$ cat src/cpu_defs.svh
`ifndef CPU_DEFS_SVH
`define CPU_DEFS_SVH

// Datapath width in bits
`define CPU_XLEN 32

// Register file size and address width
`define CPU_NREGS 16
`define CPU_REGW 4

// Instruction fields, most significant first:
//   [31:27] opcode
//   [26:23] rc, destination
//   [22:19] ra
//   [18:15] rb
//   [14:0]  imm15, sign extended where used
`define CPU_OPW 5
`define CPU_IMMW 15

`endif

$ cat src/ProgramCounter.sv
`timescale 1ns/1ps
`include "cpu_defs.svh"

module ProgramCounter (
    input  logic                 iClk,
    input  logic                 rstN,
    input  logic                 en,
    input  logic                 branch,
    input  logic                 jumpReg,
    input  logic [`CPU_XLEN-1:0] imm,
    input  logic [`CPU_XLEN-1:0] target,
    output logic [`CPU_XLEN-1:0] pc,
    output logic [`CPU_XLEN-1:0] linkPc
);

    logic [`CPU_XLEN-1:0] offset;
    logic [`CPU_XLEN-1:0] pcPlus4;

    // Immediate counts instructions, pc counts bytes
    assign offset  = {imm[`CPU_XLEN-3:0], 2'b00};
    assign pcPlus4 = pc + `CPU_XLEN'd4;

    always_ff @(posedge iClk or negedge rstN) begin
        if (!rstN) begin
            pc     <= '0;
            linkPc <= '0;
        end else if (en) begin
            if (jumpReg) begin
                pc <= target;
            end else if (branch) begin
                // Relative to the instruction after the branch
                pc <= linkPc + offset;
            end else begin
                pc     <= pcPlus4;
                linkPc <= pcPlus4;
            end
        end
    end

endmodule

$ cat config.mk
export PLATFORM = sky130hd
export DESIGN_NAME = ProgramCounter
export DESIGN_NICKNAME = d
export VERILOG_FILES = /design/src/ProgramCounter.sv
export VERILOG_INCLUDE_DIRS = /design/src
export SDC_FILE = /design/constraint.sdc
export NUM_CORES = 1
export LEC_CHECK = 0
export ABC_CLOCK_PERIOD_IN_PS = 3000
export BUFFER_PORTS_ARGS = -buffer_cell sky130_fd_sc_hd__buf_2
export CAP_MARGIN = 5
export CORE_ASPECT_RATIO = 0.5
export CORE_MARGIN = 8
export CORE_UTILIZATION = 25
export DETAILED_ROUTE_END_ITERATION = 16
export HOLD_SLACK_MARGIN = 0.12
export PLACE_DENSITY = 0.46
export REMOVE_ABC_BUFFERS = 1
export SLEW_MARGIN = 20
export SYNTH_ARGS = -nofsm -noshare
export SYNTH_HDL_FRONTEND = slang
export SYNTH_SLANG_ARGS = --single-unit
$ cat constraint.sdc
create_clock -name iClk -period 3 [get_ports iClk]
set_clock_uncertainty 0.1 [all_clocks]
set_input_delay 0.9 -clock iClk [delete_from_list [all_inputs] [get_ports iClk]]
set_output_delay 0.9 -clock iClk [all_outputs]
set_load 0.005 [all_outputs]
Yosys cells after proc, flatten, opt, wreduce, memory -nomap -nowiden

Index checks and enable logic that the tools add are counted.

Muxes and demuxes: 2
Reduce and logical (&&, ||, !) cells: 1
Bitwise logic cells: 2
Add/subtract/negate cells: 2

Operators with widths:

| operator                                       | count |
|---|---|
| two-way mux 32 bit                             | 2 |
| adder 32 x 3 -> 32 bit (second input constant) | 1 |
| adder 32 bit                                   | 1 |
| AND reduction 3 bit                            | 1 |
| inverter 1 bit                                 | 2 |

Output and inout bits: 64
Word-level logic and storage cells: 9
Bits of input ports: 69
Bits in registers: 64

Longest topological paths before layout

Depth in word-level cells: 3
Depth in mapped cells: 10

Worst setup path after synthesis

No wires, ideal clock.

Path type: input -> register
Start: in imm[0]
End: reg pc[24]
Data required time: 2.789 ns
Path slack: -0.320 ns
Arrival time: 3.109 ns
Buffers on the path: 0
Cell stages on the path: 10
Cell sequence: ha_1 -> fa_1 -> a211oi_1 -> nor2_1 -> a2111o_1 -> nand3_1 -> and3_4 -> o31ai_4 -> xnor2_1 -> a222oi_1

Longest elaborated chain between the ends: 3

RTL lines:

| item                 | line                 | source |
|---|---|---|
| start, declared      | ProgramCounter.sv:10 | `` input logic [`CPU_XLEN-1:0] imm, `` |
| adder 32 bit         | ProgramCounter.sv:32 | `pc <= linkPc + offset;` |
| two-way mux 32 bit   | ProgramCounter.sv:30 | `end else if (branch) begin` |
| two-way mux 32 bit   | ProgramCounter.sv:28 | `if (jumpReg) begin` |
| end signal, assigned | ProgramCounter.sv:29 | `pc <= target;` |
| end signal, assigned | ProgramCounter.sv:32 |  |
| end signal, assigned | ProgramCounter.sv:34 | `pc <= pcPlus4;` |
| end, declared        | ProgramCounter.sv:12 | `` output logic [`CPU_XLEN-1:0] pc, `` |

No other way between the ends.
A chain may end at the register's enable or synchronous reset.

Worst setup path after layout

Start: in imm[0]
End: reg pc[30]

Same word-level chain as after synthesis.

==> flow_metrics.env <==
export IMPL_cp_required_ns=3.11
export IMPL_fmaxAchievable_mhz=322.9
export IMPL_grt_pass1_wl_mm=30.86
export IMPL_yosysSeqAreaShare_pct=31.06
export IMPL_p_per_area_mw_per_mm2=656.3
export IMPL_min_delay_start="linkPc[1]"
export IMPL_critPathMaxFanout=3
export IMPL_post_route_min_period_ns=3.097
export IMPL_initial_utilization_pct=25.31
export IMPL_synth_distinct_cells=73
export IMPL_wl_per_cell_um=18.35
export IMPL_final_hold_violation_count=0
export IMPL_rows=37
export IMPL_wl_mm=20.03
export IMPL_die_area_mm2=0.02576
export IMPL_synth_seq_cells=64
export IMPL_yosys_top_cells_area="dfrtp_1 31%, ha_1 7.3%, o21ai_0 6.8%"
export IMPL_cap_violations=0
export IMPL_synth_edf_count=0
export IMPL_h_tree_depth=3
export IMPL_drive_above_1_share_pct=32.27
export IMPL_post_dp_hpwl_mm=15.55
export IMPL_root_buffer="clkbuf_16"
export IMPL_violations="setup timing"
export IMPL_netlist_area_mm2=0.005156
export IMPL_overflow=0
export IMPL_crit_path_end_kind="flip-flop"
export IMPL_grt_pass1_vias=5463
export IMPL_final_common_cell="buf_2"
export IMPL_final_cell_mix="128 x buf_2, 87 x nand2_1, 75 x buf_4"
export IMPL_via_per_inst=4.956
export IMPL_track_usage_pct=15.05
export IMPL_timing_final_crit_share_pct=103.2
export IMPL_route_detailed_drc=0
export IMPL_clk_pin_slew_worst_paths_ns=0.06
export IMPL_yosysWarnings=0
export IMPL_r2r_setup_slack_ns=0.12
export IMPL_power_total_uw=4636
export IMPL_grt_antenna_before_repair=1
export IMPL_drtIter0Drc=269
export IMPL_outcome="finished with violations"
export IMPL_vias=5407
export IMPL_worst_slack_ns=-0.09678
export IMPL_grt_use_met2_pct=25.21
export IMPL_drtPass1Iterations=5
export IMPL_worstHoldPathType="flip-flop to flip-flop"
export IMPL_antennaDiodeCount=0
export IMPL_grt_max_degree=65
export IMPL_crit_arrival_ns=3.20
export IMPL_holdPathStages=2
export IMPL_synthArstFlopShare_pct=100.0
export IMPL_cts_tree="built"
export IMPL_tightest_slew_ns=0.4712
export IMPL_portBuffers=130
export IMPL_worstRegToRegCells=11
export IMPL_slew_headroom_pct=68.24
export IMPL_ir_drop_v=0.0002705
export IMPL_fin_hold_ws_ns=0.4039
export IMPL_met3_usage_pct=2.719
export IMPL_crit_start="imm[0]"
export IMPL_hold_end="linkPc[1]"
export IMPL_core_area_mm2=0.02037
export IMPL_synthCells=630
export IMPL_clock_sinks=64
export IMPL_clk_insertion_delay_late_ns=0.34
export IMPL_path_class="input port to flip-flop"
export IMPL_synthFlopType="dfrtp_1"
export IMPL_die_w_um=219.1
export IMPL_slew_violations=0
export IMPL_r2r_start="linkPc[2]"
export IMPL_area_delta_synth_final_pct=37.01
export IMPL_yosysTopAreaCellShare_pct=31.06
export IMPL_p_leak_uw=0.003226
export IMPL_synth_area_leader_cell="dfrtp_1"
export IMPL_rr_endpoint="pc[30]"
export IMPL_numCtsBuffers=9
export IMPL_cts_buffer_depth=2
export IMPL_setup_violations_final=5
export IMPL_ant_nets=0
export IMPL_start_kind="input port"
export IMPL_cts_hold_buf=0
export IMPL_pin_count=133
export IMPL_top_usage_layer="met2"
export IMPL_rsz0062_at_grt="yes"
export IMPL_die_h_um=117.6
export IMPL_gp_congestion=0.8342
export IMPL_use_met1_pct=19.65
export IMPL_avgSynthCellArea_um2=8.184
export IMPL_fin_nets=913
## layer usage
| layer | part of all wire [%] | routed length [um] |
|---|---|---|
| met5 | 0.040 | 8 |
| met4 | 1.9 | 386 |
| met3 | 3.5 | 700 |
| met2 | 48 | 9586 |
| met1 | 47 | 9343 |
## layout make-up
cell class / instances / area [um^2]
fill: 2226 / 13310
clock inverter: 7 / 71.32
clock buffer: 9 / 225.2
multi-input combinational: 512 / 3491
sequential: 64 / 1602
timing repair buffer: 207 / 1262
inverter: 19 / 71.32
tap: 273 / 341.6
## worst max path at each step
stage | cells past startpoint | slack [ns] | to
6_report | 12 | -0.1 | pc[30]
2_1_floorplan | 10 | -0.32 | pc[24]
3_5_place_dp | 11 | -0.83 | pc[30]
4_1_cts | 11 | -0.07 | pc[24]
3_3_place_gp | 11 | -0.72 | pc[30]
5_1_grt | 11 | -0.18 | pc[24]
## power breakdown
part	switching (uW)	internal, uW
combinational	1170	1110
sequential	216	1050
clock	441	644
## registers in the layout, indices dropped and copies added, names as in the netlist
| register | count |
|---|---|
| linkPc | 32 |
| pc | 32 |
## through the flow
step | TNS [ns] | std cells | area [um^2] | util (%) | worst slack, ns
after floorplan | -1.454 | 595 | 5006 | - | -0.3200
after global placement | -9.633 | 1071 | 6574 | 32.27 | -0.7191
after detailed placement | -10.25 | 1071 | 6574 | 32.27 | -0.8304
after CTS | -0.06893 | 1087 | 6938 | 34.06 | -0.06833
after global routing | -0.9178 | 1091 | 7064 | 34.68 | -0.1751
final | -0.3317 | 1091 | 7064 | 34.68 | -0.09678
## synth_stat cells (6+ instances only)
library cell,number
nand2_1,88
clkbuf_1,24
a21oi_1,41
a211oi_1,12
nand3_1,20
nor2_1,38
a21o_1,13
and2_1,8
inv_1,19
o22ai_1,8
ha_1,30
dfrtp_1,64
xnor2_1,40
nand3b_1,6
o31ai_1,6
o21bai_1,6
nor3_1,7
xor2_1,11
o21ai_0,70
o211ai_1,12
and4_1,7
nand4_1,10
## timing repair
item	in CTS	in global routing
buffers inserted	0	5
setup endpoints to repair	16	14
gates resized for setup	12	17
pin swaps	17	24
## logic make-up after synthesis
logic type               synth area share, %
flip-flops                             31.06
AND/OR/NAND/NOR                        19.83
XOR/XNOR                               8.663
multiplexers                           1.019
adder cells (fa/ha/maj)                7.668
AO/OA/AOI/OAI                          27.47
buffers and inverters                  4.295
## worst max-delay path, stage by stage
cell,delay [ns]
buf_6,0.10
ha_4,0.16
fa_2,0.37
a211oi_4,0.32
nor2_4,0.09
buf_4,0.16
a2111oi_4,0.33
o311a_1,0.23
o21ai_2,0.09
a31oi_2,0.17
xor2_1,0.20
o31ai_1,0.08
No activity file was read; power rests on OpenSTA's default activity.
