**src/cpu_defs.svh**
```systemverilog
`ifndef CPU_DEFS_SVH
`define CPU_DEFS_SVH

// Datapath width in bits
`define CPU_XLEN 32

// Register file size and address width
`define CPU_NREGS 16
`define CPU_REGW 4

// Instruction fields, most significant first:
//   [31:27] opcode
//   [26:23] rc, destination
//   [22:19] ra
//   [18:15] rb
//   [14:0]  imm15, sign extended where used
`define CPU_OPW 5
`define CPU_IMMW 15

`endif

```
**src/cpu_pkg.sv**
```systemverilog
`include "cpu_defs.svh"

package cpu_pkg;

    typedef enum logic [`CPU_OPW-1:0] {
        opAdd  = 5'd0,
        opSub  = 5'd1,
        opAnd  = 5'd2,
        opOr   = 5'd3,
        opAddi = 5'd4,
        opMul  = 5'd5,
        opMfhi = 5'd6,
        opMflo = 5'd7,
        opLd   = 5'd8,
        opSt   = 5'd9,
        opBrz  = 5'd10,
        opJal  = 5'd11,
        opJr   = 5'd12,
        opHalt = 5'd13
    } opcodeT;

    typedef enum logic [2:0] {
        aluAdd   = 3'd0,
        aluSub   = 3'd1,
        aluAnd   = 3'd2,
        aluOr    = 3'd3,
        aluMul   = 3'd4,
        aluPassB = 3'd5
    } aluOpT;

    typedef enum logic [2:0] {
        stFetch     = 3'd0,
        stDecode    = 3'd1,
        stExecute   = 3'd2,
        stMemory    = 3'd3,
        stWriteback = 3'd4,
        stHalted    = 3'd5
    } cpuStateT;

    typedef struct packed {
        opcodeT                opcode;
        logic [`CPU_REGW-1:0]  rc;
        logic [`CPU_REGW-1:0]  ra;
        logic [`CPU_REGW-1:0]  rb;
        logic [`CPU_IMMW-1:0]  imm15;
    } instrT;

    // Datapath enables and selects, one set per cycle
    typedef struct packed {
        logic pcEn;
        logic pcBranch;
        logic pcJumpReg;
        logic pcLink;
        logic rfWrite;
        logic latchAB;
        logic latchZ;
        logic latchHiLo;
        logic bSelImm;
        logic zSelHigh;
        logic zSelStore;
        logic marSelAlu;
        logic marEn;
        logic mdrEn;
        logic wbSelMem;
        logic irEn;
    } ctrlT;

endpackage

```
**src/Alu.sv**
```systemverilog
`timescale 1ns/1ps
`include "cpu_defs.svh"

module Alu (
    input  logic [`CPU_XLEN-1:0] a,
    input  logic [`CPU_XLEN-1:0] b,
    input  cpu_pkg::aluOpT       op,
    output logic [`CPU_XLEN-1:0] resultHi,
    output logic [`CPU_XLEN-1:0] resultLo,
    output logic                 zero,
    output logic                 negative
);

    logic [2*`CPU_XLEN-1:0] product;

    // Unsigned full-width product
    assign product = {{`CPU_XLEN{1'b0}}, a} * {{`CPU_XLEN{1'b0}}, b};

    always_comb begin
        resultHi = '0;
        case (op)
            cpu_pkg::aluAdd: begin
                resultLo = a + b;
            end
            cpu_pkg::aluSub: begin
                resultLo = a - b;
            end
            cpu_pkg::aluAnd: begin
                resultLo = a & b;
            end
            cpu_pkg::aluOr: begin
                resultLo = a | b;
            end
            cpu_pkg::aluMul: begin
                resultHi = product[2*`CPU_XLEN-1:`CPU_XLEN];
                resultLo = product[`CPU_XLEN-1:0];
            end
            cpu_pkg::aluPassB: begin
                resultLo = b;
            end
            default: begin
                resultLo = '0;
            end
        endcase
    end

    // Flags look at the low word only
    assign zero     = (resultLo == '0);
    assign negative = resultLo[`CPU_XLEN-1];

endmodule

```
**config.mk**
```make
export PLATFORM = sky130hd
export DESIGN_NAME = Alu
export DESIGN_NICKNAME = d
export VERILOG_FILES = /design/src/cpu_pkg.sv /design/src/Alu.sv
export VERILOG_INCLUDE_DIRS = /design/src
export SDC_FILE = /design/constraint.sdc
export NUM_CORES = 2
export LEC_CHECK = 0
export BUFFER_PORTS_ARGS = -buffer_cell sky130_fd_sc_hd__clkbuf_2
export CAP_MARGIN = 20
export CORE_UTILIZATION = 38
export DETAILED_ROUTE_END_ITERATION = 7
export PLACE_DENSITY = 0.54
export SLEW_MARGIN = 30
export SYNTH_ARGS = -nofsm -noshare
export SYNTH_HDL_FRONTEND = slang
export SYNTH_SLANG_ARGS = --single-unit
```
**constraint.sdc**
```tcl
create_clock -name vclk -period 12.8
set_input_delay 1.92 -clock vclk [all_inputs]
set_output_delay 1.92 -clock vclk [all_outputs]
set_load 0.02 [all_outputs]
```
-- Word-level counts from Yosys, hierarchy flattened
Cells that the tools add are included.
- add/subtract/negate cells: 2
- $mul: 1
- div/mod/pow operators: 0
- order comparisons: 0
- equal/unequal tests: 5
- shift-type cells: 0
- mux-type cells: 2
- bitwise logic cells: 2
- reductions and logical operators: 2
- operators by type and width (cell ; count):
    $pmux 32 s6 ; 1
    $mul 32x32->64 ; 1
    $add 32x32->32 ; 1
    $and 32x32->32 ; 1
    $logic_not 32->1 ; 1
    $mux 32 ; 1
    $or 32x32->32 ; 1
    $sub 32x32->32 ; 1
    $eq 3x2->1 const B ; 2
    $eq 3x3->1 const B ; 2
    $eq 3x1->1 const B ; 1
    $logic_not 3->1 ; 1
- register bits: 0
- latch bits: 0
- memory bits (writable): 0
- bits in read-only memories: 0
- output and inout port bits: 66
- memories: 0

-- Longest topological paths before layout
- depth in word-level cells: 3
- gate-level depth with buffers: 31

-- Least setup slack after synthesis
No wires, ideal clock.
- path type: input to output
- from: input b[8]
- to: output zero
- arrival: 9.199 ns
- slack: 1.681 ns
- cell stages on the path: 28
- cell sequence: clkbuf_1 -> buf_1 -> nand2_1 -> fa_1 -> inv_1 -> fa_1 -> fa_1 -> inv_1 -> fa_1 -> inv_1 -> fa_1 -> inv_1 -> fa_1 -> inv_1 -> fa_1 -> fa_1 -> ha_1 -> buf_2 -> a21oi_1 -> o21ai_1 -> or3_1 -> nor3_2 -> nor3_1 -> o31ai_1 -> o211ai_1 -> a2111oi_0 -> nand4_1 -> and2b_1
- word-level cells in the longest chain between the ends: 3
- RTL lines (item ; line ; source):
    from (decl) ; Alu.sv:6 ; input logic [`CPU_XLEN-1:0] b,
    $mul 32x32->64, or another cell as far along ; Alu.sv:17 ; assign product = {{`CPU_XLEN{1'b0}}, a} * {{`CPU_XLEN{1'b0}}, b};
    $pmux 32 s6 (*) ; Alu.sv:21 ; case (op)
    via resultLo[29] ; Alu.sv:9 ; output logic [`CPU_XLEN-1:0] resultLo,
    $logic_not 32->1 (*) ; Alu.sv:48 ; assign zero = (resultLo == '0);
    to (decl) ; Alu.sv:10 ; output logic zero,
Mark *: on every way through the listed nets, which the timed path passes. The rest lies on a longest branch.

-- Final worst setup path
- from: input b[11]
- to: output resultHi[25]
- word-level cells in the longest chain between the ends: 2
- RTL lines (item ; line ; source):
    $mul 32x32->64 ; Alu.sv:17 ;
    $mux 32 ; Alu.sv:21 ;
    to (decl) ; Alu.sv:8 ; output logic [`CPU_XLEN-1:0] resultHi,
No other way between the ends.

==> impl_results.md <==
- Layout Nets: 5550
- Tcrit/Tclk final: 0.974
- IO Pins: 133
- Layout cell share with drive strength beyond 1: 0.0644
- ANT cells: 0
- Slew Viols, Final: 0
- Drt wl/cell: 20.8 um
- Synth warn: 0
- Layout area overhead: 5.40%
- Min-delay src: op[2]
- Leading area contributor after synthesis: fa_1
- # clk buffers: 0
- Crit end category: output port
- Synthesized area: 0.0371 mm^2
- Hold_buf cts: 0
- Post_cts resized: 0
- Net Count, Synth: 5604
- DP Wirelength: 97400 um
- GRT busiest layer: met2
- First-pass GRT wire length: 185000 um
- DRC: 0
- Share of the synthesized area in the top cell type: 0.485
- Worst slew pin tran: 905 ps
- FF/Latch Area: 0 um^2
- RSZ-0062 raised after global routing: false
- Final setup violation count: 0
- Netlist cell types: 85
- Pre-antenna DRT Iters: 6
- Syn Area/Cell: 8.53 um^2
- Tmin final: 12460 ps
- Setup TNS: 0 ps
- Gr ovfl total: 0
- WHS Path Cells: 5
- Die ar.: 0.0988 mm^2
- Via Count: 29300
- Post-Route WL: 116000 um
- Grt met1 use: 0.333
- Cells after synthesis: 4343
- CP Data Arrival Time: 10540 ps
- Port Buf Inserts: 133
- Die Span Y: 314 um
- Core Region: 0.0967 mm^2
- HP Class: primary input to output port
- Tot GR Track Use: 0.242
- Post-CTS Setup Inserts: 0
- CP Data Required Time: 10880 ps
- ANT nets after route: 0
- Initial antenna violation count: 1
- Final sequential cell count: 0
- DR iter-0 viols: 1828
- Hold Path Sink: resultLo[0]
- Status: complete, no violations
- Most frequent cell after synthesis: fa_1
- Critical path type: primary input to output port
- FILL cells: 10000
- Met2 usage: 0.422
- GP Congestion: 0.933
- Post-synth top cells: fa_1, inv_1, nand2_1
- Drt via density: 5.26
- Maximum fanout along the worst path: 29
- Synth area leaders: fa_1, ha_1, inv_1, nand2_1, and2_1
- Rows: 114
- CP startpoint kind: primary input
- Largest net degree at the start of global routing: 47
- Starting Density: 0.383
- Seq/Total Area, Yosys: 0
- Max-cap viol count: 0
- Final hold violations: 0
- Vias in the first global route: 30900
- Die W: 314 um
- Max-Slew Margin vs Limit: 0.396
- Fmax: 80.2 MHz
- Grt met3 use: 0.0136
## final cells by class
cell class,instances,area [um^2],area share
timing repair buffer,246,1560,0.0400
tap,1276,1600,0.0409
multi-input combinational,3187,32700,0.837
inverter,854,3210,0.0821
## cells in the final DEF, fill, tap and decap left out, types with 6 or more instances in the layout
master / Yosys / final
o21ai_0: 83 / 83
a221o_1: 9 / 9
nand3_1: 25 / 25
inv_1: 854 / 854
mux2i_1: 15 / 15
a222oi_1: 6 / 6
buf_4: 3 / 109
nand4_1: 29 / 29
a211o_1: 8 / 8
nor2_1: 114 / 114
o21bai_1: 15 / 15
a22o_1: 8 / 8
xnor2_1: 57 / 57
a31oi_1: 21 / 21
a22oi_1: 13 / 13
nor4_1: 9 / 9
maj3_1: 19 / 19
o21a_1: 13 / 13
ha_1: 297 / 297
o221ai_1: 7 / 7
clkbuf_2: 0 / 133
a221oi_1: 7 / 7
nor3_1: 22 / 22
fa_1: 897 / 897
xor2_1: 46 / 46
nand2_1: 713 / 713
or3_1: 12 / 12
and3_1: 18 / 18
nand2b_1: 18 / 17
o31ai_1: 11 / 11
o211ai_1: 11 / 11
and2_1: 425 / 425
a21o_1: 42 / 42
a21oi_1: 121 / 121
nor2b_1: 13 / 11
## stage by stage
step,utilization,std cells,cell area [um^2],worst slack (ps),hold slack [ps]
after CTS,0.404,5563,39100,420,4630
after global placement,0.404,5563,39100,549,4620
after floorplan,-,4343,37100,1680,4130
after global routing,0.404,5563,39100,72.5,4660
final,0.404,5563,39100,337,4630
after detailed placement,0.404,5563,39100,448,4620
## layer usage
metal  share of wire  vias up
met2            0.50      820
met5         0.00010        -
met3           0.044      109
met1            0.43    15400
met4           0.021        2
li1                -    13000
## critical path, stage by stage
cell and delay [ps]:
clkbuf_2 470, and2_1 400, fa_1 530, inv_1 50, fa_1 480, fa_1 580, fa_1 460, fa_1 540
inv_1 60, fa_1 450, fa_1 530, fa_1 450, ha_1 420, a21oi_1 240, o21ai_0 190, or3_1 420
nor3_2 360, o2111ai_1 340, a41oi_2 390, o21ai_1 230, a211o_1 310, a21oi_1 170, mux2_1 340, clkbuf_2 160
## how the worst max path moves through the flow
stage,from,cells after the start,to
after global placement,b[11],24,resultHi[25]
final,b[11],24,resultHi[25]
after CTS,b[11],24,resultHi[25]
after global routing,b[6],25,resultHi[25]
after detailed placement,b[11],24,resultHi[25]
after floorplan,b[8],28,zero
## cells by family after synthesis
group	synth area share
buf+inv	0.118
mux	0.00527
compound gates	0.0782
simple gates	0.184
xor+xnor	0.0243
fa+ha+maj	0.590
Power is not shown: default switching activity piles up to over one toggle a cycle in this logic, so the estimate is an artifact.
