[config.mk]
export PLATFORM = sky130hd
export DESIGN_NAME = ControlUnit
export DESIGN_NICKNAME = d
export VERILOG_FILES = /design/src/cpu_pkg.sv /design/src/ControlUnit.sv
export VERILOG_INCLUDE_DIRS = /design/src
export SDC_FILE = /design/constraint.sdc
export NUM_CORES = 1
export LEC_CHECK = 0
export BUFFER_PORTS_ARGS = -buffer_cell sky130_fd_sc_hd__buf_4
export CAP_MARGIN = 20
export CORE_MARGIN = 5
export CORE_UTILIZATION = 31
export CTS_BUF_LIST = sky130_fd_sc_hd__clkbuf_8
export CTS_CLUSTER_DIAMETER = 80
export DETAILED_ROUTE_END_ITERATION = 10
export PLACE_DENSITY = 0.75
export SYNTH_ARGS = -nofsm -noshare
export SYNTH_HDL_FRONTEND = slang
export SYNTH_SLANG_ARGS = --single-unit
[constraint.sdc]
create_clock -name iClk -period 1.5 [get_ports iClk]
set_input_delay 0.3 -clock iClk [delete_from_list [all_inputs] [get_ports iClk]]
set_output_delay 0.3 -clock iClk [all_outputs]
set_load 0.01 [all_outputs]
[src/cpu_defs.svh]
`ifndef CPU_DEFS_SVH
`define CPU_DEFS_SVH

// Datapath width in bits
`define CPU_XLEN 32

// Register file size and address width
`define CPU_NREGS 16
`define CPU_REGW 4

// Instruction fields, most significant first:
//   [31:27] opcode
//   [26:23] rc, destination
//   [22:19] ra
//   [18:15] rb
//   [14:0]  imm15, sign extended where used
`define CPU_OPW 5
`define CPU_IMMW 15

`endif

[src/cpu_pkg.sv]
`include "cpu_defs.svh"

package cpu_pkg;

    typedef enum logic [`CPU_OPW-1:0] {
        opAdd  = 5'd0,
        opSub  = 5'd1,
        opAnd  = 5'd2,
        opOr   = 5'd3,
        opAddi = 5'd4,
        opMul  = 5'd5,
        opMfhi = 5'd6,
        opMflo = 5'd7,
        opLd   = 5'd8,
        opSt   = 5'd9,
        opBrz  = 5'd10,
        opJal  = 5'd11,
        opJr   = 5'd12,
        opHalt = 5'd13
    } opcodeT;

    typedef enum logic [2:0] {
        aluAdd   = 3'd0,
        aluSub   = 3'd1,
        aluAnd   = 3'd2,
        aluOr    = 3'd3,
        aluMul   = 3'd4,
        aluPassB = 3'd5
    } aluOpT;

    typedef enum logic [2:0] {
        stFetch     = 3'd0,
        stDecode    = 3'd1,
        stExecute   = 3'd2,
        stMemory    = 3'd3,
        stWriteback = 3'd4,
        stHalted    = 3'd5
    } cpuStateT;

    typedef struct packed {
        opcodeT                opcode;
        logic [`CPU_REGW-1:0]  rc;
        logic [`CPU_REGW-1:0]  ra;
        logic [`CPU_REGW-1:0]  rb;
        logic [`CPU_IMMW-1:0]  imm15;
    } instrT;

    // Datapath enables and selects, one set per cycle
    typedef struct packed {
        logic pcEn;
        logic pcBranch;
        logic pcJumpReg;
        logic pcLink;
        logic rfWrite;
        logic latchAB;
        logic latchZ;
        logic latchHiLo;
        logic bSelImm;
        logic zSelHigh;
        logic zSelStore;
        logic marSelAlu;
        logic marEn;
        logic mdrEn;
        logic wbSelMem;
        logic irEn;
    } ctrlT;

endpackage

[src/ControlUnit.sv]
`timescale 1ns/1ps

module ControlUnit (
    input  logic            iClk,
    input  logic            rstN,
    input  cpu_pkg::instrT  instr,
    input  logic            aluZero,
    input  logic            memReady,
    output cpu_pkg::ctrlT   ctrl,
    output cpu_pkg::aluOpT  aluOp,
    output logic            memRead,
    output logic            memWrite,
    output logic            halted
);

    cpu_pkg::cpuStateT state;
    cpu_pkg::cpuStateT nextState;
    cpu_pkg::opcodeT   opcode;
    logic              isLoad;
    logic              isStore;
    logic              writesBack;
    logic              takeBranch;

    assign opcode     = instr.opcode;
    assign isLoad     = (opcode == cpu_pkg::opLd);
    assign isStore    = (opcode == cpu_pkg::opSt);
    assign writesBack = opcode inside {cpu_pkg::opAdd, cpu_pkg::opSub, cpu_pkg::opAnd,
                                       cpu_pkg::opOr, cpu_pkg::opAddi, cpu_pkg::opMul,
                                       cpu_pkg::opMfhi, cpu_pkg::opMflo, cpu_pkg::opJal};
    // BRZ tests operand A passed through the ALU
    assign takeBranch = ((opcode == cpu_pkg::opBrz) && aluZero) || (opcode == cpu_pkg::opJal);

    // Reset parks in WRITEBACK, the cleared IR writes only register 0,
    // so the first fetch is raised one clock after release
    always_ff @(posedge iClk or negedge rstN) begin
        if (!rstN) begin
            state <= cpu_pkg::stWriteback;
        end else begin
            state <= nextState;
        end
    end

    always_comb begin
        nextState = state;
        case (state)
            cpu_pkg::stFetch: begin
                if (memReady) begin
                    nextState = cpu_pkg::stDecode;
                end
            end
            cpu_pkg::stDecode: begin
                nextState = cpu_pkg::stExecute;
            end
            cpu_pkg::stExecute: begin
                if (isLoad || isStore) begin
                    nextState = cpu_pkg::stMemory;
                end else if (writesBack) begin
                    nextState = cpu_pkg::stWriteback;
                end else if (opcode == cpu_pkg::opHalt) begin
                    nextState = cpu_pkg::stHalted;
                end else begin
                    nextState = cpu_pkg::stFetch;
                end
            end
            cpu_pkg::stMemory: begin
                if (memReady) begin
                    nextState = isLoad ? cpu_pkg::stWriteback : cpu_pkg::stFetch;
                end
            end
            cpu_pkg::stWriteback: begin
                nextState = cpu_pkg::stFetch;
            end
            default: begin
                nextState = cpu_pkg::stHalted;
            end
        endcase
    end

    always_comb begin
        case (opcode)
            cpu_pkg::opSub: aluOp = cpu_pkg::aluSub;
            cpu_pkg::opAnd: aluOp = cpu_pkg::aluAnd;
            cpu_pkg::opOr:  aluOp = cpu_pkg::aluOr;
            cpu_pkg::opMul: aluOp = cpu_pkg::aluMul;
            cpu_pkg::opBrz: aluOp = cpu_pkg::aluPassB;
            cpu_pkg::opJal: aluOp = cpu_pkg::aluPassB;
            // ADD, ADDI and LD/ST address generation
            default:        aluOp = cpu_pkg::aluAdd;
        endcase
    end

    always_comb begin
        ctrl = '0;
        case (state)
            cpu_pkg::stFetch: begin
                ctrl.irEn = memReady;
                ctrl.pcEn = memReady;
            end
            cpu_pkg::stDecode: begin
                ctrl.latchAB = 1'b1;
            end
            cpu_pkg::stExecute: begin
                ctrl.latchZ    = 1'b1;
                ctrl.latchHiLo = (opcode == cpu_pkg::opMul);
                ctrl.bSelImm   = opcode inside {cpu_pkg::opAddi, cpu_pkg::opLd, cpu_pkg::opSt};
                ctrl.pcLink    = (opcode == cpu_pkg::opJal);
                ctrl.marEn     = isLoad || isStore;
                ctrl.mdrEn     = isStore;
                ctrl.pcJumpReg = (opcode == cpu_pkg::opJr);
                ctrl.pcBranch  = takeBranch;
                ctrl.pcEn      = takeBranch || (opcode == cpu_pkg::opJr);
            end
            cpu_pkg::stMemory: begin
                ctrl.marSelAlu = 1'b1;
                ctrl.mdrEn     = isLoad && memReady;
                ctrl.wbSelMem  = isLoad;
            end
            cpu_pkg::stWriteback: begin
                ctrl.rfWrite   = 1'b1;
                ctrl.wbSelMem  = isLoad;
                ctrl.zSelStore = opcode inside {cpu_pkg::opMfhi, cpu_pkg::opMflo};
                ctrl.zSelHigh  = (opcode == cpu_pkg::opMfhi);
            end
            default: begin
            end
        endcase
    end

    assign memRead  = (state == cpu_pkg::stFetch) || ((state == cpu_pkg::stMemory) && isLoad);
    assign memWrite = (state == cpu_pkg::stMemory) && isStore;
    assign halted   = (state == cpu_pkg::stHalted);

endmodule

After elaboration in Yosys (flattened, before gate mapping)
Index checks and enable logic that the tools add are counted.

storage, ports and cells
  output and inout port bits = 22
  input bits = 36
  word-level logic and storage cells = 56
  register bits = 3

cells by class
  eq/ne operators = 20
  reductions and logical operators = 16
  mux-type cells = 19

operators with widths
  kind                                                              number
  5-bit by 4-bit == test with 1-bit output (second input constant)  6
  3-bit one-hot mux with 5 select lines                             2
  3-bit two-way mux                                                 8
  5-bit by 3-bit == test with 1-bit output (second input constant)  4
  5-bit by 2-bit == test with 1-bit output (second input constant)  2
  9-bit nonzero test                                                1
  3-bit by 2-bit == test with 1-bit output (second input constant)  2
  3-bit == test (second input constant)                             2
  1-bit two-way mux                                                 6
  5-bit by 1-bit == test with 1-bit output (second input constant)  1
  5-bit zero test                                                   1
  1-bit logical AND                                                 4
  1-bit logical OR                                                  4
  2-bit inequality test (second input constant)                     2
  1-bit one-hot mux with 2 select lines                             2
  2-bit OR reduction                                                2
  3-bit by 1-bit == test with 1-bit output (second input constant)  1
  3-bit zero test                                                   1
  3-bit nonzero test                                                1
  2-bit two-way mux                                                 1
  2-bit AND reduction                                               1
  2-bit nonzero test                                                1

Logic depth before layout (Yosys ltp)
Gate-level depths: netlist of run 1.

  depth after elaboration = 5
  depth in mapped cells = 5
  mapped depth without buffers = 4

Least setup slack after synthesis of run 1
OpenSTA, ideal clock, no wires.

  kind = register to output
  start = reg state[0]
  end = out ctrl[13] in the netlist's numbering
  path slack = -290 ps
  data required time = 1200 ps
  cell stages (with the launch flop) = 5
  data arrival time = 1490 ps
  buffers on the path = 1
  cells stage by stage = dfrtp_1 buf_4 nor3b_1 nand2_1 nor3_1

RTL lines
  what                    RTL line           source
  start, declared         ControlUnit.sv:16  cpu_pkg::cpuStateT state;
  start signal, assigned  ControlUnit.sv:37  state <= cpu_pkg::stWriteback;
  start signal, assigned  ControlUnit.sv:39  state <= nextState;
  end, declared           ControlUnit.sv:9   output cpu_pkg::ctrlT ctrl,

==> flow_summary.toml, run 1 <==
[synthesis]
syn_nets = 114
seq_area_frac_synth_pct = 14.49
syn_avg_cell_area_um2 = 6.753
netlist_instances = 78
synth.distinct_cells = 32
async_flop_share_pct = 100.0
synth_area_leaders = "dfrtp_1 9.5%, buf_4 7.1%, nor2_1 7.1%"
yosys.area.top_type = "dfrtp_1"
synth_common_cells = "10 x nor2_1, 9 x nand2_1, 7 x nor3_1"
yosysTopAreaCellShare_pct = 9.501
synthFlopType = "dfrtp_1"
syn-cell-area_um2 = 526.8
ys_warn_count = 0
synth_edf_count = 0
synth.most_common_cell = "nor2_1"
yosys_register_bits = 3

[finish]
largest_register_ffs = 3
fillCellCount = 110
diodes = 0
fin_area_um2 = 1174
final_cells = 150
top_regs = "state (3)"
drive_gt1_share_pct = 67.16
final_nets = 171
area_growth_pct = 122.8
regMostFlops = "state"

[placement]
dpl.hpwl_um = 1473
gp_congestion = 0.8037
io_buffers = 30
dpl_cell_area_um2 = 869.6
placed_cells = 131

[floorplan]
fp.dieW_um = 51.22
row_count = 14
die_area_um2 = 2623
ios = 58
core_um2 = 1559
chipHeight_um = 51.22
start_util_pct = 33.79

[grt]
grt_pass1_wl_um = 3746
grt-ovfl-total = 0
grt_pass1_vias = 812
antenna_found_initial = 0
grt_max_degree = 14
track_usage_pct = 18.46

[clocking]
cts_root_buffer = "clkbuf_8"
cts_made_buffers = 3
clk_latency_ps = 220
cts_sinks = 3
cts.path.max_buffers = 2
cts_tree = "built"
clk_pin_slew_ps = 30
htree_levels = 1

[timing]
holdWs_ps = 418.9
rsz0062_at_grt = "yes"
finClkSkew_ps = 4.094
fmax_ghz = 0.5530
hold_viol_final = 0
finalCriticalPeriod_ps = 1808
worst_slew_pin_slew_ps = 366.1
maxSlewViolCount = 0
setup_ws_ps = -308.2
min_period_over_period_pct = 120.5
slew_headroom_pct = 75.25
setup_viol = 20

[status]
outcome = "finished with violations"
violations = "setup timing"

[power_and_ir_drop]
power.density_nw_per_um2 = 1406
p_int_uw = 978.6
clockPowerShare_pct = 14.0
power_switching_uw = 671.8
seqPwrFrac_pct = 10.6
vdd_drop_max_v = 0.001020
combinationalPowerShare_pct = 75.4
switching_share_pct = 40.70
total_leakage_power_uw = 0.0005596

[setup_path]
crit_path_max_fanout = 3
required_ps = 1200
critPathLaunchType = "flop"
crit_arrival_ps = 1510
crit_type = "flop to primary output"
crit_path_end_kind = "primary output"

[route]
routedWlPerCell_um = 16.39
drt_wl_total_um = 2458
viasPerCell = 5.453
vias = 818
drtIter0Drc = 14
drcViolationCount = 0
drtPass1Iterations = 4
ant_nets = 0

[run]
maxCapViolations = 0

[worst_hold_path]
holdCritPathClass = "input port to async pin"
metal layers:
layer	vias to the layer above	routed length, µm	track usage (%)
met2	34	1292	34.76
li1	385	-	-
met3	2	139	1.744
met1	397	1008	21.54
met4	0	18	6.550
met5	-	0	0
cells in the final DEF, fill, tap and decap left out, types with 3 or more instances in the layout:
| cell | count |
|---|---|
| buf_6 | 15 |
| nor3_2 | 3 |
| inv_1 | 3 |
| buf_4 | 43 |
| nand2_2 | 3 |
| nand2_1 | 4 |
| a21oi_1 | 3 |
| nor2_2 | 5 |
| clkbuf_8 | 3 |
| nor2_1 | 5 |
| nor2b_1 | 5 |
cell families (layout without fill, tap and decap cells):
family | after synthesis | count (layout) | share of synthesized area (%)
buffers and inverters | 12 | 68 | 13.54
DFF | 3 | 3 | 14.49
AOI/OAI and AO/OA | 14 | 14 | 19.24
and+or+nand+nor | 49 | 49 | 52.73
critical path, stage by stage (launching register included):
cell	delay, ps
dfrtp_1	400
or4b_4	580
nor3_4	180
buf_6	120
power groups by stage:
stage	logic [µW]	clock network (µW)	registers, µW
3_3_place_gp	730	0	161
6_report	1240	231	174
3_5_place_dp	748	0	164
5_1_grt	1330	240	178
2_1_floorplan	466	0	141
4_1_cts	1060	230	164
final cells by class:
| cell class | instances | area (µm²) | area share, % |
|---|---|---|---|
| multi-input cells | 63 | 505.5 | 43.07 |
| flip-flops and latches | 3 | 76.32 | 6.503 |
| well taps | 16 | 20.02 | 1.706 |
| clock inverters | 1 | 3.754 | 0.3198 |
| clock buffers | 3 | 41.29 | 3.518 |
| inverters | 4 | 17.52 | 1.493 |
| repair buffers | 60 | 509.2 | 43.39 |
per-stage QoR:
| step | setup WS (ps) | power, µW | utilization, % | TNS [ps] |
|---|---|---|---|---|
| 5_1_grt | -325.7 | 1747 | 75.28 | -4654 |
| 2_1_floorplan | -72.69 | 606.9 | - | -246.7 |
| 3_3_place_gp | -150.9 | 891.0 | 55.78 | -568.1 |
| 3_5_place_dp | -199.8 | 912.0 | 55.78 | -736.1 |
| 6_report | -308.2 | 1650 | 75.28 | -3657 |
| 4_1_cts | -267.8 | 1456 | 70.22 | -3034 |
what timing repair did:
action,4_1_cts,5_1_grt
resized for setup,23,19
setup buffers,11,5
pin swaps,10,9
endpoints found under the setup margin,18,20
hold buffers,1,0
hold endpoints to repair,2,0
cloned,0,1
worst paths after layout:
path	slack [ps]	end	cells after the start	start
max in group asynchronous	890	state[2]	2	rstN
setup reg to reg	-160	state[2]	3	state[0]
hold reg to reg	760	state[2]	3	state[1]
hold / removal	420	state[1]	2	rstN
min in group iClk	440	state[2]	3	memReady
setup / recovery	-310	ctrl[7]	3	state[0]
(Power assumes the default switching activity.)
==> run 2, diff against run 1 <==
--- a/config.mk
+++ b/config.mk
@@ -9,11 +9,12 @@
 export BUFFER_PORTS_ARGS = -buffer_cell sky130_fd_sc_hd__buf_4
 export CAP_MARGIN = 20
 export CORE_MARGIN = 5
-export CORE_UTILIZATION = 31
+export CORE_UTILIZATION = 35
 export CTS_BUF_LIST = sky130_fd_sc_hd__clkbuf_8
 export CTS_CLUSTER_DIAMETER = 80
 export DETAILED_ROUTE_END_ITERATION = 10
-export PLACE_DENSITY = 0.75
+export PLACE_DENSITY = 0.8
+export REMOVE_ABC_BUFFERS = 1
 export SYNTH_ARGS = -nofsm -noshare
 export SYNTH_HDL_FRONTEND = slang
 export SYNTH_SLANG_ARGS = --single-unit
==> constraint.sdc (replaced) <==
create_clock -name iClk -period 1.68 [get_ports iClk]
set_input_delay 0.336 -clock iClk [delete_from_list [all_inputs] [get_ports iClk]]
set_output_delay 0.336 -clock iClk [all_outputs]
set_load 0.01 [all_outputs]
==> flow_summary.toml, run 2 (same netlist as run 1, synthesis figures left out) <==
[power_and_ir_drop]
vdd_drop_max_v = 0.0005288
power.density_nw_per_um2 = 1222
total_leakage_power_uw = 0.0004617

[setup_path]
crit_type = "flop to primary output"
crit_path_end_kind = "primary output"
r2r_slack_ps = -110
cpPeakStageDelay_ps = 590
cp_cell_sequence = "or4b_4, nor3_4, buf_6"
cp-startpoint = "state[0]"
reg2regPathDepth = 4
timing.rr.end = "state[2]"
crit_arrival_ps = 1500
r2r-start = "state[0]"
crit_path_max_fanout = 4
critPathLaunchType = "flop"
critPathCapture = "ctrl[7]"
required_ps = 1340
critPathSlowestCell = "or4b_4"

[placement]
io_buffers = 30
dp_slack_ps = -36.73
gp_congestion = 0.8241
dpl.hpwl_um = 1284
placed_cells = 125
dpl_cell_area_um2 = 783.3

[finish]
largest_register_ffs = 3
final_common_cell = "buf_4"
final_nets = 158
regMostFlops = "state"
final_cell_mix = "44 x buf_4, 7 x nor2_1, 6 x nand2_1, 5 x nor2b_1, 4 x nor3_2"
diodes = 0
utilization_pct = 67.86
final_cells = 137
drive_gt1_share_pct = 61.16
top_regs = "state (3)"
area_growth_pct = 89.55
fin_area_um2 = 998.5

[route]
ant_nets = 0
viasPerCell = 5.438
vias = 745
drtIter0Drc = 10
routedWlPerCell_um = 14.72
drcViolationCount = 0
drtPass1Iterations = 4
drt_wl_total_um = 2016

[floorplan]
core_um2 = 1471
chipHeight_um = 48.80
ios = 58
die_area_um2 = 2381
start_util_pct = 35.80
fp.dieW_um = 48.80
row_count = 14

[clocking]
clk_pin_slew_ps = 30
cts.path.max_buffers = 2
cts_made_buffers = 3
cts_sinks = 3
cts_tree = "built"
clk_latency_ps = 220
cts_root_buffer = "clkbuf_8"
htree_levels = 1

[grt]
grt_max_degree = 14
grt_pass1_vias = 681
grt_pass1_wl_um = 3036
grt-ovfl-total = 0
antenna_found_initial = 0
track_usage_pct = 15.41

[timing]
hold_viol_final = 0
slew_headroom_pct = 77.94
holdWs_ps = 451.8
setup_ws_ps = -159.8
setup_viol = 11
rsz0062_at_grt = "yes"
maxSlewViolCount = 0
min_period_over_period_pct = 109.5
finalCriticalPeriod_ps = 1840
worst_slew_pin_slew_ps = 326.3
fmax_ghz = 0.5435
finClkSkew_ps = 1.163

[status]
outcome = "finished with violations"
violations = "setup timing"

[worst_hold_path]
holdCritPathClass = "input port to async pin"

[run]
maxCapViolations = 0
run 2: worst min path at each step:
stage / endpoint / slack (ps)
floorplan: state[0] / 40
global placement: state[0] / 120
detailed placement: state[0] / 130
CTS: state[1] / 440
global route: state[2] / 450
finish: state[1] / 450
run 2: cell type report:
class,instances,area (µm²)
clock buffer,3,41.29
clock inverter,1,3.754
fill,127,473.0
inverter,4,15.01
multi-input combinational,63,476.7
sequential,3,78.83
tap,16,20.02
timing repair buffer,47,362.8
run 2: repair_timing:
| action | CTS | global route |
|---|---|---|
| hold endpoints to repair | 2 | 0 |
| endpoints found under the setup margin | 14 | 16 |
| hold buffers | 1 | 0 |
| pin swaps | 1 | 8 |
| resized for setup | 4 | 24 |
| buffers inserted | 2 | 5 |
run 2: metal layers:
layer	up-vias	track usage, %	share of wire (%)
met2	23	25.87	52
met4	0	6.726	0
met3	0	3.058	3.9
li1	363	-	-
met1	359	18.77	44
met5	-	0	0
run 2: critical path, delay by kind of cell, from the launching register on:
kind	cells	cell delay [ps]
AND/OR/NAND/NOR	2	730
flip-flops	1	430
buffers and inverters	1	120
run 2: power breakdown:
| group | internal, µW | switching (µW) |
|---|---|---|
| clock | 156 | 51.2 |
| sequential | 119 | 57.2 |
| combinational | 435 | 402 |
| total | 710 | 510 |
run 2: stage by stage:
step                      setup TNS [ps]  power, µW
after floorplan                   -335.3      447.0
after global placement            -9.880      733.5
after detailed placement          -36.73      753.6
after CTS                          -1017       1012
after global routing               -1529       1303
final                             -824.8       1220
==> run 3, diff against run 2 <==
--- a/config.mk
+++ b/config.mk
@@ -13,7 +13,7 @@
 export CTS_BUF_LIST = sky130_fd_sc_hd__clkbuf_8
 export CTS_CLUSTER_DIAMETER = 80
 export DETAILED_ROUTE_END_ITERATION = 10
-export PLACE_DENSITY = 0.8
+export PLACE_DENSITY = 0.82
 export REMOVE_ABC_BUFFERS = 1
 export SYNTH_ARGS = -nofsm -noshare
 export SYNTH_HDL_FRONTEND = slang
==> flow_summary.toml, run 3 (same netlist as run 1, synthesis figures left out) <==
[timing]
min_period_over_period_pct = 106.2
worst_slew_pin_slew_ps = 289.0
hold_viol_final = 0
setup_viol = 7
fmax_ghz = 0.5605
rsz0062_at_grt = "yes"
setup_ws_ps = -104.2
finalSetupTns_ps = -406.5
finalCriticalPeriod_ps = 1784
holdWs_ps = 425.0
slew_headroom_pct = 80.46
finClkSkew_ps = 2.489
maxSlewViolCount = 0

[grt]
antenna_found_initial = 0
grt_pass1_vias = 681
grt-ovfl-total = 0
track_usage_pct = 14.97
grt_pass1_wl_um = 2932
grt_max_degree = 14

[setup_path]
critPathSlowestCell = "or4b_4"
r2r_slack_ps = 70
cp.depth = 3
crit_family = "simple AND/OR/NAND/NOR gates"
critPathLaunchType = "flop"
path_buf_inv = 1
crit_type = "flop to primary output"
required_ps = 1340
crit_path_max_fanout = 7
crit_arrival_ps = 1450
reg2regPathDepth = 3
cp_cell_sequence = "or4b_4, nor3_4, buf_6"
crit_path_end_kind = "primary output"
cpPeakStageDelay_ps = 560

[finish]
diodes = 0
regMostFlops = "state"
fillCellCount = 129
top_regs = "state (3)"
final_cells = 135
drive_gt1_share_pct = 52.94
final_cell_mix = "38 x buf_4, 9 x nor2_1, 8 x nand2_1, 6 x buf_6, 5 x nor2b_1"
area_growth_pct = 81.95
final_common_cell = "buf_4"
fin_area_um2 = 958.4
regArea_um2 = 78.83
largest_register_ffs = 3
final_nets = 156
multiInputGateArea_um2 = 436.7

[route]
routedWlPerCell_um = 13.31
drtIter0Drc = 12
vias = 706
viasPerCell = 5.230
drcViolationCount = 0
drt_wl_total_um = 1797
drtPass1Iterations = 4
ant_nets = 0

[clocking]
cts.path.max_buffers = 2
htree_levels = 1
cts_root_buffer = "clkbuf_8"
cts_sinks = 3
cts_tree = "built"
clk_latency_ps = 220
cts_made_buffers = 3
clk_pin_slew_ps = 30

[floorplan]
chipHeight_um = 48.80
start_util_pct = 35.80
die_area_um2 = 2381
core_um2 = 1471
fp.dieW_um = 48.80
row_count = 14
ios = 58

[run]
maxCapViolations = 0

[placement]
io_buffers = 30
gp_congestion = 0.8574
dpl_cell_area_um2 = 768.2
placed_cells = 123
dp_slack_ps = -0.07472
dpl.hpwl_um = 1215

[status]
violations = "setup timing"
outcome = "finished with violations"

[power_and_ir_drop]
total_leakage_power_uw = 0.0004547
vdd_drop_max_v = 0.0004734
power.density_nw_per_um2 = 1190

[worst_hold_path]
holdCritPathClass = "input port to flop"
holdPathStages = 3
-- run 3: report_power, final --
group	internal (µW)	switching (µW)
Sequential	119	63.7
Combinational	406	344
Clock	156	51.0
Total	682	459
-- run 3: layout make-up --
type | instances | share of cell area (%)
Clock buffer | 3 | 4.308
Sequential cell | 3 | 8.225
Multi-Input combinational cell | 63 | 45.56
Timing Repair Buffer | 45 | 37.86
Tap cell | 16 | 2.089
Inverter | 4 | 1.567
Clock inverter | 1 | 0.3916
-- run 3: worst paths after layout --
kind                          start        to
setup reg to reg           state[2]  state[2]
setup / recovery           state[2]   ctrl[8]
min in group asynchronous      rstN  state[1]
max in group asynchronous      rstN  state[2]
hold / removal             memReady  state[2]
hold reg to reg            state[2]  state[2]
-- run 3: per-layer routing --
layer	up-vias	wire, µm	GRT usage, %
met1	320	832	18.59
met3	0	109	3.670
met2	29	855	24.13
met5	-	0	0
li1	357	-	-
met4	0	0	6.726
-- run 3: tightest hold or removal path: stages --
cell and delay (ps):
buf_4 130, nor2_1 110, a311oi_1 60
-- run 3: per-stage QoR --
step | total power, µW | util, %
after floorplan | 447.0 | -
after global placement | 718.5 | 52.21
final | 1140 | 65.14
after CTS | 1036 | 59.35
after global routing | 1236 | 65.14
after detailed placement | 734.9 | 52.21
-- run 3: repair_timing --
| item | 4_1_cts | 5_1_grt |
|---|---|---|
| pin swaps | 3 | 3 |
| endpoints found under the setup margin | 15 | 14 |
| hold endpoints to repair | 2 | 0 |
| hold buffers | 1 | 0 |
| buffers inserted | 4 | 3 |
| resized for setup | 7 | 15 |
